## config.mk

```make
export PLATFORM = sky130hd
export DESIGN_NAME = predecodeTop
export DESIGN_NICKNAME = d
export VERILOG_FILES = /design/src/predecodePkg.sv /design/src/instrClassifier.sv /design/src/bundleScanner.sv /design/src/recordFifo.sv /design/src/wbPredecodePort.sv /design/src/predecodeTop.sv
export SDC_FILE = /design/constraint.sdc
export NUM_CORES = 1
export LEC_CHECK = 0
export BUFFER_PORTS_ARGS = -buffer_cell sky130_fd_sc_hd__buf_2
export CAP_MARGIN = 20
export CORE_ASPECT_RATIO = 1.25
export CORE_UTILIZATION = 40
export DETAILED_ROUTE_END_ITERATION = 10
export PLACE_DENSITY = 0.66
export SLEW_MARGIN = 30
export SYNTH_ARGS = -nofsm -noshare
export SYNTH_HDL_FRONTEND = slang
export SYNTH_SLANG_ARGS = --single-unit
```

## constraint.sdc

```tcl
create_clock -name clk -period 8.3 [get_ports clk]
set_input_delay 0.83 -clock clk [delete_from_list [all_inputs] [get_ports clk]]
set_output_delay 0.83 -clock clk [all_outputs]
set_load 0.05 [all_outputs]
```

## src/predecodePkg.sv

```systemverilog
// predecode package: bundle geometry, record, class and status types, bus map
package predecodePkg;

  localparam int ParcelBits = 16;
  localparam int NumParcels = 15;
  localparam int OffBits    = 4;

  // ~~~~~~~~~~~~~~~~~~~~~~~~~~~~~~~~~~~~~~~~~~~~~~~~~~~~~~~~~~~
  // fetch bundle, parcel 0 in the low bits
  typedef struct packed {
    logic                                  spare;    // bit 255
    logic [NumParcels-1:0]                 endMark;  // set = last parcel of an instr
    logic [NumParcels-1:0][ParcelBits-1:0] parcel;
  } bundleT;

  // bit 0: longer than one parcel, bit 1: longer than two
  typedef logic [1:0] magicT;

  // first 32 bits of an instruction, read one of two ways
  typedef union packed {
    struct packed {
      logic [23:0] operand;
      logic [7:0]  mainOp;
    } mainForm;                // long form, magic[0] set
    struct packed {
      logic [25:0] operand;
      logic [5:0]  subOp;
    } subForm;                 // short form, magic[0] clear
  } instrWordT;

  typedef struct packed {
    logic alu;
    logic shift;
    logic mul;
    logic load;
    logic store;
    logic jump;
    logic sys;
  } classT;

  typedef struct packed {
    instrWordT          instr;
    logic [OffBits-1:0] off;   // parcel index of the first parcel
    logic [1:0]         len;   // 1 to 3 parcels
    classT              cls;
  } predRecT;

  typedef struct packed {
    logic [24:0] pad;
    logic [3:0]  count;        // records waiting in the FIFO
    logic        hasJump;
    logic        error;
    logic        busy;
  } statusT;

  // ~~~~~~~~~~~~~~~~~~~~~~~~~~~~~~~~~~~~~~~~~~~~~~~~~~~~~~~~~~~
  // word addresses on the bus
  localparam logic [3:0] AddrBundleLo = 4'd0;  // words 0 to 7
  localparam logic [3:0] AddrStart    = 4'd8;
  localparam logic [3:0] AddrStatus   = 4'd9;
  localparam logic [3:0] AddrHeader   = 4'd10;
  localparam logic [3:0] AddrPop      = 4'd11;

endpackage

```

## src/instrClassifier.sv

```systemverilog
// instruction classifier: maps one instruction word and its length code to class flags
module instrClassifier (
  input  predecodePkg::instrWordT word,
  input  predecodePkg::magicT     magic,
  output predecodePkg::classT     cls
);

  logic [5:0] subOp;
  logic [7:0] mainOp;
  logic       shortForm;
  logic       longAluMul;
  logic       longMem;

  assign subOp     = word.subForm.subOp;
  assign mainOp    = word.mainForm.mainOp;
  assign shortForm = ~magic[0];

  // long form groups shared by two classes each
  assign longAluMul = mainOp <= 8'd31;
  assign longMem    = (mainOp >= 8'd64) && (mainOp <= 8'd95);

  always_comb begin
    cls = '0;
    if (shortForm) begin
      // ~~~~~~~~~~~~~~~~~~~~~~~~~~~~~~~~~~~~~~~~~~~~~~~~~~~~~~~~~~~
      // short form, 6-bit sub opcode
      cls.alu   = subOp <= 6'd15;
      cls.shift = (subOp >= 6'd17) && (subOp <= 6'd31) && subOp[0];  // odd codes only
      cls.jump  = (subOp >= 6'd48) && (subOp <= 6'd51);
    end else begin
      // ~~~~~~~~~~~~~~~~~~~~~~~~~~~~~~~~~~~~~~~~~~~~~~~~~~~~~~~~~~~
      // long form, 8-bit main opcode
      cls.alu   = longAluMul && !mainOp[2];
      cls.mul   = longAluMul && mainOp[2];
      cls.load  = longMem && !mainOp[0];
      cls.store = longMem && mainOp[0];
      cls.jump  = ((mainOp >= 8'd160) && (mainOp <= 8'd175)) ||  // cond jumps
                  (mainOp == 8'd181);                           // uncond jump
      cls.sys   = mainOp == 8'd255;
    end
  end

endmodule

```

## src/bundleScanner.sv

```systemverilog
// bundle scanner: walks the parcels from the start offset and emits one record per instruction
module bundleScanner #(
  parameter int MaxInstr = 12
) (
  input  logic                             clk,
  input  logic                             rst,
  input  predecodePkg::bundleT             bundle,
  input  logic                             startValid,
  input  logic [predecodePkg::OffBits-1:0] startOff,
  input  logic                             full,
  output logic                             push,
  output predecodePkg::predRecT            rec,
  output logic                             busy,
  output logic                             error,
  output logic                             hasJump
);

  localparam int CntBits = $clog2(MaxInstr + 1);
  localparam logic [CntBits-1:0] MaxCount = CntBits'(MaxInstr);
  localparam logic [predecodePkg::OffBits-1:0] EndOff =
    predecodePkg::OffBits'(predecodePkg::NumParcels);
  localparam int ExtBits = (predecodePkg::NumParcels + 1) * predecodePkg::ParcelBits;

  logic [predecodePkg::OffBits-1:0] cursor;
  logic [predecodePkg::OffBits-1:0] nextCursor;
  logic [CntBits-1:0]               instrCnt;
  logic [predecodePkg::NumParcels+2:0] endExt;
  logic [ExtBits-1:0]               parcelExt;
  logic e0, e1, e2;
  logic complete, atEnd, overLimit;
  predecodePkg::magicT     magic;
  predecodePkg::instrWordT word;
  predecodePkg::classT     cls;

  // ~~~~~~~~~~~~~~~~~~~~~~~~~~~~~~~~~~~~~~~~~~~~~~~~~~~~~~~~~~~
  // look at up to three parcels from the cursor
  assign endExt    = {3'b000, bundle.endMark};            // no end marks past parcel 14
  assign parcelExt = {{predecodePkg::ParcelBits{1'b0}}, bundle.parcel};
  assign e0 = endExt[{1'b0, cursor}];
  assign e1 = endExt[{1'b0, cursor} + 5'd1];
  assign e2 = endExt[{1'b0, cursor} + 5'd2];

  assign magic    = {~e0 & ~e1, ~e0};
  assign complete = e0 | e1 | e2;
  assign word     = parcelExt[cursor * predecodePkg::ParcelBits +: 32];

  instrClassifier classifier (
    .word  (word),
    .magic (magic),
    .cls   (cls)
  );

  assign rec.instr = word;
  assign rec.off   = cursor;
  assign rec.len   = 2'd1 + {1'b0, magic[0]} + {1'b0, magic[1]};
  assign rec.cls   = cls;

  assign atEnd      = cursor == EndOff;
  assign overLimit  = instrCnt == MaxCount;   // one more would be past the limit
  assign nextCursor = cursor + predecodePkg::OffBits'(rec.len);

  assign push = busy & ~atEnd & complete & ~overLimit & ~full;

  // ~~~~~~~~~~~~~~~~~~~~~~~~~~~~~~~~~~~~~~~~~~~~~~~~~~~~~~~~~~~
  always_ff @(posedge clk) begin
    if (rst) begin
      busy     <= 1'b0;
      error    <= 1'b0;
      hasJump  <= 1'b0;
      cursor   <= '0;
      instrCnt <= '0;
    end else if (!busy) begin
      if (startValid) begin
        busy     <= 1'b1;
        error    <= startOff == EndOff;
        hasJump  <= 1'b0;
        cursor   <= startOff;
        instrCnt <= '0;
      end
    end else if (atEnd) begin
      busy <= 1'b0;                      // started past the last parcel
    end else if (!complete || overLimit) begin
      busy  <= 1'b0;
      error <= 1'b1;
    end else if (!full) begin
      cursor   <= nextCursor;
      instrCnt <= instrCnt + 1'b1;
      hasJump  <= hasJump | cls.jump;
      if (nextCursor == EndOff) begin
        busy <= 1'b0;                    // last record goes out this cycle
      end
    end
  end

  // while the FIFO is full the cursor waits, so no record is skipped
  holdWhileFull: assert property (@(posedge clk) disable iff (rst)
    (busy && full) |=> $stable(cursor))
    else $error("scanner moved past a record while the FIFO was full");

endmodule

```

## src/recordFifo.sv

```systemverilog
// record FIFO: circular buffer of decoded records between the scanner and the bus port
module recordFifo #(
  parameter int FifoDepth = 8
) (
  input  logic                  clk,
  input  logic                  rst,
  input  logic                  push,
  input  logic                  pop,
  input  predecodePkg::predRecT din,
  output predecodePkg::predRecT dout,
  output logic                  full,
  output logic                  empty,
  output logic [3:0]            count
);

  localparam int PtrBits = (FifoDepth > 1) ? $clog2(FifoDepth) : 1;
  localparam logic [PtrBits-1:0] LastPtr = PtrBits'(FifoDepth - 1);
  localparam logic [3:0] DepthCount = 4'(FifoDepth);

  predecodePkg::predRecT mem [FifoDepth];
  logic [PtrBits-1:0] rdPtr;
  logic [PtrBits-1:0] wrPtr;
  logic doPush, doPop;

  assign full   = count == DepthCount;
  assign empty  = count == 4'd0;
  assign doPush = push & ~full;    // dropped when full
  assign doPop  = pop & ~empty;
  assign dout   = mem[rdPtr];

  always_ff @(posedge clk) begin
    if (doPush) mem[wrPtr] <= din;
  end

  always_ff @(posedge clk) begin
    if (rst) begin
      rdPtr <= '0;
      wrPtr <= '0;
      count <= 4'd0;
    end else begin
      if (doPush) wrPtr <= (wrPtr == LastPtr) ? '0 : wrPtr + 1'b1;
      if (doPop) rdPtr <= (rdPtr == LastPtr) ? '0 : rdPtr + 1'b1;
      case ({doPush, doPop})
        2'b10:   count <= count + 4'd1;
        2'b01:   count <= count - 4'd1;
        default: count <= count;      // both or neither
      endcase
    end
  end

  countInRange: assert property (@(posedge clk) disable iff (rst) count <= DepthCount)
    else $error("FIFO count above its depth");

endmodule

```

## src/wbPredecodePort.sv

```systemverilog
// Wishbone classic slave: bundle registers, scan start, status, header and record pop
module wbPredecodePort (
  input  logic                             clk,
  input  logic                             rst,
  input  logic                             cyc,
  input  logic                             stb,
  input  logic                             we,
  input  logic [3:0]                       adr,
  input  logic [31:0]                      datIn,
  output logic [31:0]                      datOut,
  output logic                             ack,
  output predecodePkg::bundleT             bundle,
  output logic                             startValid,
  output logic [predecodePkg::OffBits-1:0] startOff,
  input  logic                             busy,
  input  logic                             error,
  input  logic                             hasJump,
  input  predecodePkg::predRecT            head,
  input  logic                             empty,
  input  logic [3:0]                       count,
  output logic                             pop
);

  logic [7:0][31:0] bundleWords;
  logic req, isStart, inBundle, accept;
  predecodePkg::statusT status;
  logic [31:0] header;

  assign bundle   = predecodePkg::bundleT'(bundleWords);
  assign req      = cyc & stb & ~ack;                        // one ack per request
  assign inBundle = adr[3] == predecodePkg::AddrBundleLo[3]; // lower eight words
  assign isStart  = we & (adr == predecodePkg::AddrStart);
  assign accept   = req & ~(isStart & busy);                 // start waits for idle scanner

  always_comb begin
    status         = '0;
    status.busy    = busy;
    status.error   = error;
    status.hasJump = hasJump;
    status.count   = count;
    header         = '0;
    header[31]     = ~empty;
    header[13:12]  = head.len;
    header[11:8]   = head.off;
    header[6:0]    = head.cls;
  end

  // ~~~~~~~~~~~~~~~~~~~~~~~~~~~~~~~~~~~~~~~~~~~~~~~~~~~~~~~~~~~
  always_ff @(posedge clk) begin
    if (rst) begin
      ack        <= 1'b0;
      startValid <= 1'b0;
      pop        <= 1'b0;
    end else begin
      ack        <= accept;
      startValid <= accept & isStart;
      pop        <= accept & ~we & (adr == predecodePkg::AddrPop) & ~empty;
    end
  end

  always_ff @(posedge clk) begin
    if (accept && we) begin
      if (inBundle) bundleWords[adr[2:0]] <= datIn;
      else if (isStart) startOff <= datIn[predecodePkg::OffBits-1:0];
    end
    if (accept && !we) begin
      if (inBundle) datOut <= bundleWords[adr[2:0]];
      else begin
        case (adr)
          predecodePkg::AddrStatus: datOut <= status;
          predecodePkg::AddrHeader: datOut <= header;
          predecodePkg::AddrPop:    datOut <= empty ? 32'd0 : head.instr;
          default:                  datOut <= 32'd0;
        endcase
      end
    end
  end

  ackSingle: assert property (@(posedge clk) disable iff (rst)
    ack |-> (cyc && stb) ##1 !ack)
    else $error("ack outside a request or held for two cycles");

endmodule

```

## src/predecodeTop.sv

```systemverilog
// predecoder top: connects the bus port, bundle scanner and record FIFO
module predecodeTop #(
  parameter int FifoDepth = 8,
  parameter int MaxInstr  = 12
) (
  input  logic        clk,
  input  logic        rst,
  input  logic        cyc,
  input  logic        stb,
  input  logic        we,
  input  logic [3:0]  adr,
  input  logic [31:0] datIn,
  output logic [31:0] datOut,
  output logic        ack
);

  predecodePkg::bundleT             bundle;
  predecodePkg::predRecT            rec;
  predecodePkg::predRecT            head;
  logic [predecodePkg::OffBits-1:0] startOff;
  logic [3:0]                       count;
  logic startValid, busy, error, hasJump;
  logic push, pop, full, empty;

  wbPredecodePort port (
    .clk, .rst, .cyc, .stb, .we, .adr, .datIn, .datOut, .ack,
    .bundle, .startValid, .startOff, .busy, .error, .hasJump,
    .head, .empty, .count, .pop
  );

  bundleScanner #(.MaxInstr(MaxInstr)) scanner (
    .clk, .rst, .bundle, .startValid, .startOff, .full,
    .push, .rec, .busy, .error, .hasJump
  );

  recordFifo #(.FifoDepth(FifoDepth)) fifo (
    .clk, .rst, .push, .pop, .din(rec), .dout(head), .full, .empty, .count
  );

endmodule

```

==> metrics.md, run 1 <==
| Metric | Value |
|---|---|
| Worst EP required | around 8.6 ns |
| FF+latch count, synth | between 600 and 700 |
| Num CTS Buffers | 61 |
| Gr ovfl total | 0 |
| Final cell count without fillers | ~2,900 |
| Slew headroom | between 30% and 40% |
| RSZ-0062 raised after global routing | no |
| Deepest clock path buffer count | 3 |
| Routed WL per cell | between 20 and 30 um |
| Clk_skew | around 0.025 ns |
| Mapped Nets | approximately 1,800 |
| Max Freq | slightly below 0.2 GHz |
| IR drop worst, VDD | 0.171 mV |
| Worst-path clk slew | 0.07 ns |
| Placed insts | ~2,700 |
| Setup Viol. Count Final | 0 |
| Clk sinks | about 680 |
| Slew @ Worst Pin | ~1.0 ns |
| Filler cells | between 6,000 and 7,000 |
| Initial antenna violation count | 6 |
| Synth Flop Type | edfxtp_1 |
| Synth async-reset ratio | 0% |
| Tot Pwr | ~6.9 mW |
| Placer congestion estimate | 0.867 |
| Port Buf Inserts | 73 |
| Clk_lat worst skew | 0.66 ns |
| Register Area | 20,100 um2 |
| Final slew viol count | 0 |
| Layout cells sized above 1 | a little under a quarter |
| Worst Hold Class | in -> reg |
| Final net count | between 1,500 and 2,000 |
| CTS resizes | 0 |
| Final hold violation count | 0 |
| Initial DRC Count | about 1,800 |
| Final Critical Period | approximately 5 ns |
| Synth top area share | between 60% and 70% |
| Post-route ant nets | 0 |
| Seq/Total Area, Yosys | 66.2% |
| # rows | ~110 |
| Worst hold slack | 0.445 ns |
| Die H | 310 um |
| Yosys warnings | 0 |
| DIE AREA | 77,100 um2 |
| Leak | ~11 nW |
| Max Cap Viol | 0 |
| Synth unique cells | 80 |
| Mean Syn Cell Area | around 17 um2 |
| Layout area overhead | 11.9% |
| Setup TNS Final | 0 ns |
| Pin count of the biggest net entering global routing | between 60 and 70 |
| Area of the multi-input gates | just under 10,000 um2 |
| WP data arrival | ~5.3 ns |
| Total GRT Usage | 20.3% |
| Final worst-path cycle share | around three fifths |
| Clk root buf | clkbuf_16 |
| Area contributors post-synth | edfxtp_1 64%, mux4_2 11%, mux2i_1 5.8%, a221oi_1 1.9%, dfxtp_1 1.8% |
| Final instance area | between 30,000 and 40,000 um2 |
| Core Area | roughly 75,000 um2 |
| Crit end category | flop |
| First-pass GRT wire length | approximately 120,000 um |
| Synth Cell Area | 30,400 um2 |
| Vias post-DR | 17,527 |
| Via/cell ratio | 6.15 |
| HPWL Detailed | approximately 49,000 um |
| Power Density | 204 nW/um2 |
| Post-Synthesis Cells | ~1,800 |
| Number of remaining DRC errors | 0 |
| Setup Buffers After CTS | 0 |
| # H-tree levels | 2 |
| Outcome | complete, no violations |
| DRT Pass-1 Iters | 5 |
| Cell type with the highest aggregate area in the netlist | edfxtp_1 |
| CP max FO | 37 |
| Placed Instance Area | between 30,000 and 40,000 um2 |
| CTS tree | done |
| Vias in the first global route | 17,923 |
| Die width | about 250 um |
| CP Class | reg -> reg |
| Cts hold-fix bufs | 0 |
| Crit start category | flop |
| EDFF count, synth | 652 |
| WL final | slightly below 80,000 um |
| # IOs | between 70 and 80 |
| Starting Density | approximately two fifths |
[critical path, cell delays in order (launching register included)]
cell and delay (ns):
dfxtp_4 0.70, buf_4 0.59, ha_1 0.37, xor2_2 0.30
mux4_2 0.26, mux2i_1 0.08, o22ai_2 0.35, o211a_4 0.29
nand2_2 0.24, nor3_2 0.73, buf_4 0.64
[synth_stat cells (5+ instances only)]
cell,n
mux4_2,155
nor2_1,61
nor2b_1,6
clkbuf_1,77
nor3_1,14
a22oi_1,13
dfxtp_1,27
o21ai_0,14
ha_1,13
nand3_1,11
o21a_1,5
inv_1,15
mux2_2,27
and2_1,11
edfxtp_1,652
buf_6,6
nor4_1,8
mux4_1,8
a221o_1,15
a21oi_1,100
buf_1,15
buf_4,6
nand2_1,58
buf_2,25
or3_1,5
mux2i_1,177
o22ai_1,37
mux2_1,24
o21ai_1,39
nand2b_1,7
a211oi_1,8
a221oi_1,67
o211ai_1,10
[routing by layer]
metal,up-vias,wire length (um),global-route usage [%]
li1,7483,-,-
met1,9106,31000,26.3
met2,761,38700,34.8
met3,167,6020,3.11
met4,10,2450,7.12
met5,-,53,0
[placed cells by master (no fill, tap or decap), types with 11 or more instances in the layout]
cell,n
edfxtp_1,652
mux2i_1,177
mux4_2,155
a21oi_1,100
buf_2,73
a221oi_1,67
clkbuf_16,61
nand2_1,58
nor2_1,57
buf_4,40
o21ai_1,39
o22ai_1,37
mux2_2,27
mux2_1,24
dfxtp_1,21
a221o_1,15
o21ai_0,14
inv_1,13
a22oi_1,13
ha_1,13
clkinv_2,13
nand3_1,11
bufinv_16,11
[state kept, by name, summed over array words and instances, names as in the netlist, named ones only]
name and count:
scanner.busy 1, port.ack 1, fifo.wrPtr 3, scanner.hasJump 1, fifo.mem 360, port.bundle 256, scanner.instrCnt 4, port.datOut 32
fifo.count 4, scanner.cursor 4, fifo.rdPtr 3, scanner.error 1, port.startValid 1, port.startOff 4, port.pop 1
[cell type report]
class | count | area share (%)
multi-input combinational | 957 | 28.7
tap | 969 | 3.57
sequential | 679 | 59.2
clock buffer | 65 | 4.53
timing repair buffer | 114 | 2.02
inverter | 17 | 0.188
clock inverter | 48 | 1.77
antenna | 1 | 0.00736
[cells by family (layout without fill, tap and decap cells)]
family,after synthesis,after routing,synth area share [%]
DFF,679,679,66.2
muxes,391,391,19.9
AOI/OAI and AO/OA,335,335,7.46
and+or+nand+nor,211,211,3.47
buffers and inverters,147,244,2.18
adders and majority gates,14,14,0.601
xor gates and xnor gates,6,6,0.198
other,0,1,0
[power breakdown]
group / switching, mW / leakage (nW) / internal (mW)
Sequential: 0.00657 / 6.14 / 3.74
Combinational: 0.160 / 3.49 / 0.0665
Clock: 1.27 / 1.04 / 1.70
Total: 1.44 / 10.7 / 5.51
[metrics by stage]
| stage | utilization [%] | worst slack, ns |
|---|---|---|
| floorplan | - | 1.31 |
| global placement | 42.4 | 3.41 |
| detailed placement | 42.4 | 3.33 |
| CTS | 45.3 | 3.31 |
| global route | 45.3 | 3.03 |
| finish | 45.3 | 3.25 |
[path summary, 6_finish.rpt]
check	cells after the start	startpoint	slack (ns)	endpoint
max reg2reg	10	scanner.cursor[0]	3.25	fifo.mem[7][37]
min	1	datIn[28]	0.44	port.bundle[92]
max	10	scanner.cursor[0]	3.25	fifo.mem[7][37]
min reg2reg	2	fifo.rdPtr[2]	0.49	fifo.rdPtr[2]
Note: power is estimated with default switching activity, not from simulation.
==> inputs of run 2 (changes only) <==
==> constraint.sdc (replaced) <==
create_clock -name clk -period 5.25 [get_ports clk]
set_input_delay 0.525 -clock clk [delete_from_list [all_inputs] [get_ports clk]]
set_output_delay 0.525 -clock clk [all_outputs]
set_load 0.05 [all_outputs]
==> metrics.md, run 2 (synthesized netlist as in run 1, its figures left out) <==
| Metric | Value |
|---|---|
| Outcome | complete, no violations |
| Crit start category | flop |
| Total GRT Usage | 20.2% (-0.070 points) |
| Setup Buffers After CTS | 0 (unchanged) |
| Port Buf Inserts | 73 (unchanged) |
| Gr ovfl total | 0 (unchanged) |
| Max Freq | 0.246 GHz (+24%) |
| Most flops, register | fifo.mem |
| Placer congestion estimate | 0.882 (+1.7%) |
| CP Class | reg -> reg |
| RSZ-0062 raised after global routing | no |
| Crit-path slowest cell | buf_4 |
| Post-route ant nets | 0 (unchanged) |
| Vias post-DR | 17,412 (-0.66%) |
| Starting Density | 40.5% (unchanged) |
| DIE AREA | 77,100 um2 (unchanged) |
| CTS tree | done |
| Power Density | 310 nW/um2 (+52%) |
| Initial DRC Count | 1,765 (-3.9%) |
| Cts hold-fix bufs | 0 (unchanged) |
| HPWL Detailed | 49,800 um (+2.0%) |
| Routed WL per cell | 27.4 um (-0.20%) |
| Final slew viol count | 0 (unchanged) |
| Vias in the first global route | 17,686 (-1.3%) |
| Die H | 310 um (unchanged) |
| P_sw | 2.20 mW (+53%) |
| CTS resizes | 0 (unchanged) |
| Switch share | 20.9% (+0.23 points) |
| Worst Hold Class | in -> reg |
| Placed insts | 2,745 (+0.37%) |
| Worst EP required | 5.74 ns (-2.83 ns) |
| WP data arrival | 4.55 ns (-0.77 ns) |
| # IOs | 74 (unchanged) |
| Clk_skew | 0.0214 ns (-0.00364 ns) |
| Clk_lat worst skew | 0.63 ns (-0.03 ns) |
| CP dominant cell by count | buf_4 |
| First-pass GRT wire length | 116,000 um (-0.31%) |
| Worst hold slack | 0.152 ns (-0.293 ns) |
| P_int | 8.30 mW (+51%) |
| Critical-path cell list | buf_4, nor2b_1, a221o_1, and3_1, or2_0, and4_1, nor4b_1, buf_4 |
| Final Critical Period | 4.06 ns (-0.990 ns) |
| Num CTS Buffers | 59 (-3.3%) |
| Tot Pwr | 10.5 mW (+51%) |
| IR drop worst, VDD | 0.275 mV (+61%) |
| Clk sinks | 679 (unchanged) |
| Via/cell ratio | 6.10 (-0.86%) |
| Slew headroom | 32.2% (+1.3 points) |
| Die width | 249 um (unchanged) |
| Initial antenna violation count | 13 (+7) |
| Core Area | 75,000 um2 (unchanged) |
| Clock share of power | 40.1% (-2.7 points) |
| # rows | 112 (unchanged) |
| Layout cells sized above 1 | 23.1% (-0.61 points) |
| Crit end category | flop |
| Most common cell after layout, fill and taps aside | edfxtp_1 |
| Final net count | 1,892 (+0.37%) |
| Final hold violation count | 0 (unchanged) |
| CP max FO | 42 (+14%) |
| Deepest clock path buffer count | 3 (unchanged) |
| Clk root buf | clkbuf_16 |
| Number of remaining DRC errors | 0 (unchanged) |
| Combinational share of power | 3.4% (about the same) |
| Pin count of the biggest net entering global routing | 66 (+3.1%) |
| Filler cells | 6,281 (-0.30%) |
| Most frequent cells in the layout | 652 x edfxtp_1, 177 x mux2i_1, 155 x mux4_2 |
| WL final | 78,200 um (about the same) |
| Final worst-path cycle share | 77.3% (+16 points) |
| Slew @ Worst Pin | 1.02 ns (-0.00488 ns) |
| Final cell count without fillers | 2,856 (+0.21%) |
| Leak | 10.6 nW (-0.61%) |
| Worst-path clk slew | 0.07 ns (about the same) |
| Max incr delay on CP | 0.68 ns (-0.05 ns) |
| Max reg flops | 360 (unchanged) |
| Setup Viol. Count Final | 0 (unchanged) |
| Max Cap Viol | 0 (unchanged) |
| DRT Pass-1 Iters | 7 (+2) |
| Part of the power in registers | 56.4% (+2.5 points) |
| Layout area overhead | 11.3% |
| # H-tree levels | 2 (unchanged) |
-- run 2: changes by cell type in the layout (fill, tap and decap cells not counted), sizes merged --
cell / delta
bufinv: -8
clkinv: -8
clkinvlp: -1
clkbuf: +15
inv: -1
buf: +9
-- run 2: per-stage QoR --
stage | utilization, % | TNS, ns | setup slack [ns] | instance area (um2)
final | 45.1 | 0 | 1.19 | 33800
after global routing | 45.1 | 0 | 0.830 | 33800
after CTS | 45.1 | 0 | 1.01 | 33800
after detailed placement | 42.6 | 0 | 1.06 | 32000
after global placement | 42.6 | 0 | 1.33 | 31900
after floorplan | - | -518.47 | -1.74 | 30400
-- run 2: final cells by class --
cell class | count | area (um2) | share of cell area (%)
Sequential cell | 679 | 20100 | 59.5
Multi-Input combinational cell | 957 | 9750 | 28.8
Clock buffer | 80 | 1590 | 4.69
Tap cell | 969 | 1210 | 3.58
Timing Repair Buffer | 123 | 826 | 2.44
Clock inverter | 30 | 263 | 0.776
Inverter | 17 | 63.8 | 0.189
Antenna cell | 1 | 2.50 | 0.00739
-- run 2: worst paths after layout --
kind	slack (ns)	end	cells past startpoint	start
worst max-delay path	1.19	fifo.mem[1][0]	8	scanner.cursor[0]
worst min register to register	0.49	flop	2	fifo.rdPtr[1]
worst min-delay path	0.15	port.bundle[198]	1	datIn[6]
worst max register to register	1.19	fifo.mem[1][0]	8	scanner.cursor[0]
-- run 2: layer usage --
layer  vias up  track usage, %  routed length [um]
met4        22            6.99                2370
met3       158            3.55                6340
met1      8988            26.3               30600
met2       758            34.3               38800
li1       7486               -                   -
met5         -               0                 137
-- run 2: critical path, delay by kind of cell (launching register included) --
family	cells	cell delay, ns
flops	1	0.59
simple gates	5	2.13
compound gates	1	0.25
buf+inv	2	0.91
-- run 2: power groups by stage --
stage               clock network, mW  logic, mW  registers [mW]
floorplan                           0      0.176            6.07
global placement                    0      0.346            6.04
detailed placement                  0      0.353            6.04
CTS                              4.27      0.354            5.92
global route                     4.46      0.379            5.92
finish                           4.21      0.357            5.92
==> inputs of run 3 (changes only) <==
--- a/config.mk
+++ b/config.mk
@@ -10,7 +10,7 @@
 export CORE_ASPECT_RATIO = 1.25
 export CORE_UTILIZATION = 40
 export DETAILED_ROUTE_END_ITERATION = 10
-export PLACE_DENSITY = 0.66
+export PLACE_DENSITY = 0.68
 export SLEW_MARGIN = 30
 export SYNTH_ARGS = -nofsm -noshare
 export SYNTH_HDL_FRONTEND = slang
==> constraint.sdc (replaced) <==
create_clock -name clk -period 3.29 [get_ports clk]
set_input_delay 0.329 -clock clk [delete_from_list [all_inputs] [get_ports clk]]
set_output_delay 0.329 -clock clk [all_outputs]
set_load 0.05 [all_outputs]
==> metrics.md, run 3 (synthesized netlist as in run 1, its figures left out) <==
| Metric | Value |
|---|---|
| Outcome | complete, no violations |
| Initial DRC Count | 1,879 (+6.5%) |
| Final hold violation count | 0 (unchanged) |
| Pre-CTS setup slack | 0.0701 ns (-0.990 ns) |
| Final net count | 2,002 (+5.8%) |
| Layout area overhead | 15.7% |
| Clk sinks | 679 (unchanged) |
| Core Area | 75,000 um2 (unchanged) |
| Crit-path slowest cell | dfxtp_4 |
| RSZ-0062 raised after global routing | yes |
| Gr ovfl total | 0 (unchanged) |
| Max reg flops | 360 (unchanged) |
| Crit start category | flop |
| Post-route ant nets | 0 (unchanged) |
| Final instance area | 35,200 um2 (+3.9%) |
| DIE AREA | 77,100 um2 (unchanged) |
| Leak | 11.3 nW (+6.1%) |
| Max Cap Viol | 0 (unchanged) |
| Setup Viol. Count Final | 0 (unchanged) |
| Final slew viol count | 0 (unchanged) |
| Layout cells sized above 1 | 26.6% (+3.5 points) |
| Final worst-path cycle share | 99.7% (+22 points) |
| WP buf/inv | 6 (+4) |
| IR drop worst, VDD | 0.389 mV (+42%) |
| Num CTS Buffers | 61 (+3.4%) |
| Filler cells | 6,253 (-0.45%) |
| CP dominant cell by count | buf_4 |
| Routed WL per cell | 27.2 um (-0.74%) |
| Clk_skew | 0.0241 ns (+0.00264 ns) |
| Placer congestion estimate | 0.909 (+3.1%) |
| First-pass GRT wire length | 120,000 um (+3.5%) |
| Max incr delay on CP | 0.41 ns (-0.27 ns) |
| Vias in the first global route | 18,649 (+5.4%) |
| CTS tree | done |
| CP delay by family, top | buffers and inverters |
| Placed insts | 2,813 (+2.5%) |
| CP max FO | 18 (-57%) |
| Power Density | 485 nW/um2 (+57%) |
| Critical-path cell list | buf_4, buf_4, nand3_1, o211a_1, o32a_1, o21ai_2, o211a_4, nand2_4, buf_4, buf_4, nor4_4, buf_4, buf_6 |
| HPWL Detailed | 53,100 um (+6.6%) |
| # H-tree levels | 2 (unchanged) |
| Slew headroom | 34.5% (+2.3 points) |
| Starting Density | 40.5% (unchanged) |
| CP Class | reg -> reg |
| Die width | 249 um (unchanged) |
| Final Critical Period | 3.28 ns (-0.779 ns) |
| Final cell count without fillers | 2,966 (+3.9%) |
| Port Buf Inserts | 73 (unchanged) |
| # rows | 112 (unchanged) |
| Worst Hold Class | in -> reg |
| DRT Pass-1 Iters | 7 (unchanged) |
| Worst EP required | 3.61 ns (-2.13 ns) |
| N_diodes | 0 (-1) |
| Most frequent cells in the layout | 652 x edfxtp_1, 176 x mux2i_1, 155 x mux4_2 |
| # IOs | 74 (unchanged) |
| Total GRT Usage | 20.9% (+0.70 points) |
| Most common cell after layout, fill and taps aside | edfxtp_1 |
| Worst hold slack | 0.0278 ns (-0.124 ns) |
| WL final | 80,600 um (+3.1%) |
| Via/cell ratio | 6.04 (-0.98%) |
| Crit end category | flop |
| Final WS setup | 0.00852 ns (-1.18 ns) |
| Clk_lat worst skew | 0.64 ns (about the same) |
| WP data arrival | 3.60 ns (-0.95 ns) |
| Worst-path clk slew | 0.07 ns (about the same) |
| Placed Instance Area | 32,800 um2 (+2.6%) |
| Clk root buf | clkbuf_16 |
| Vias post-DR | 17,906 (+2.8%) |
| Initial antenna violation count | 2 (-11) |
| Setup TNS Final | 0 ns (unchanged) |
| Slew @ Worst Pin | 0.981 ns (-0.0362 ns) |
| Deepest clock path buffer count | 3 (unchanged) |
| Most flops, register | fifo.mem |
| Die H | 310 um (unchanged) |
| Max Freq | 0.305 GHz (+24%) |
| Number of remaining DRC errors | 0 (unchanged) |
| Pin count of the biggest net entering global routing | 70 (+6.1%) |
==> run 3: cell type report <==
type                    count  area [um2]  area share (%)
flip-flops and latches    679       20100            57.3
multi-input cells         957        9850            28.0
well taps                 969        1210            3.45
inverters                  17        63.8           0.182
clock buffers              79        1670            4.74
repair buffers            231        1940            5.51
clock inverters            34         290           0.826
==> run 3: timing repair <==
action,in CTS,in global routing
hold buffers,27,0
setup buffers,0,11
endpoints found under the setup margin,0,283
resized for setup,0,8
hold endpoints to repair,193,0
==> run 3: per-stage QoR <==
stage / power, mW / util (%)
floorplan: 9.96 / -
global placement: 10.2 / 43.7
detailed placement: 10.2 / 43.7
CTS: 17.2 / 46.7
global route: 17.5 / 46.9
finish: 17.1 / 46.9
==> run 3: layer usage <==
metal	vias up	share of wire, %	global-route usage, %
met5	-	0.030	0
met4	4	4.0	8.97
met3	174	6.2	2.66
met2	763	51	36.7
met1	9251	39	26.1
li1	7714	-	-
==> run 3: path summary, 6_finish.rpt <==
path	startpoint	to	slack, ns	depth (start not counted)
max	scanner.cursor[0]	fifo.mem[6][31]	0.009	13
min	datIn[27]	port.bundle[187]	0.03	1
max reg2reg	scanner.cursor[0]	fifo.mem[6][31]	0.009	13
min reg2reg	scanner.hasJump	scanner.hasJump	0.47	2
==> run 3: report_power, final <==
part           leakage, nW  switching (mW)  internal (mW)  total (mW)
clock                0.959            3.15           3.82        6.97
sequential            6.14          0.0125           9.44        9.45
combinational         4.16           0.427          0.218       0.645
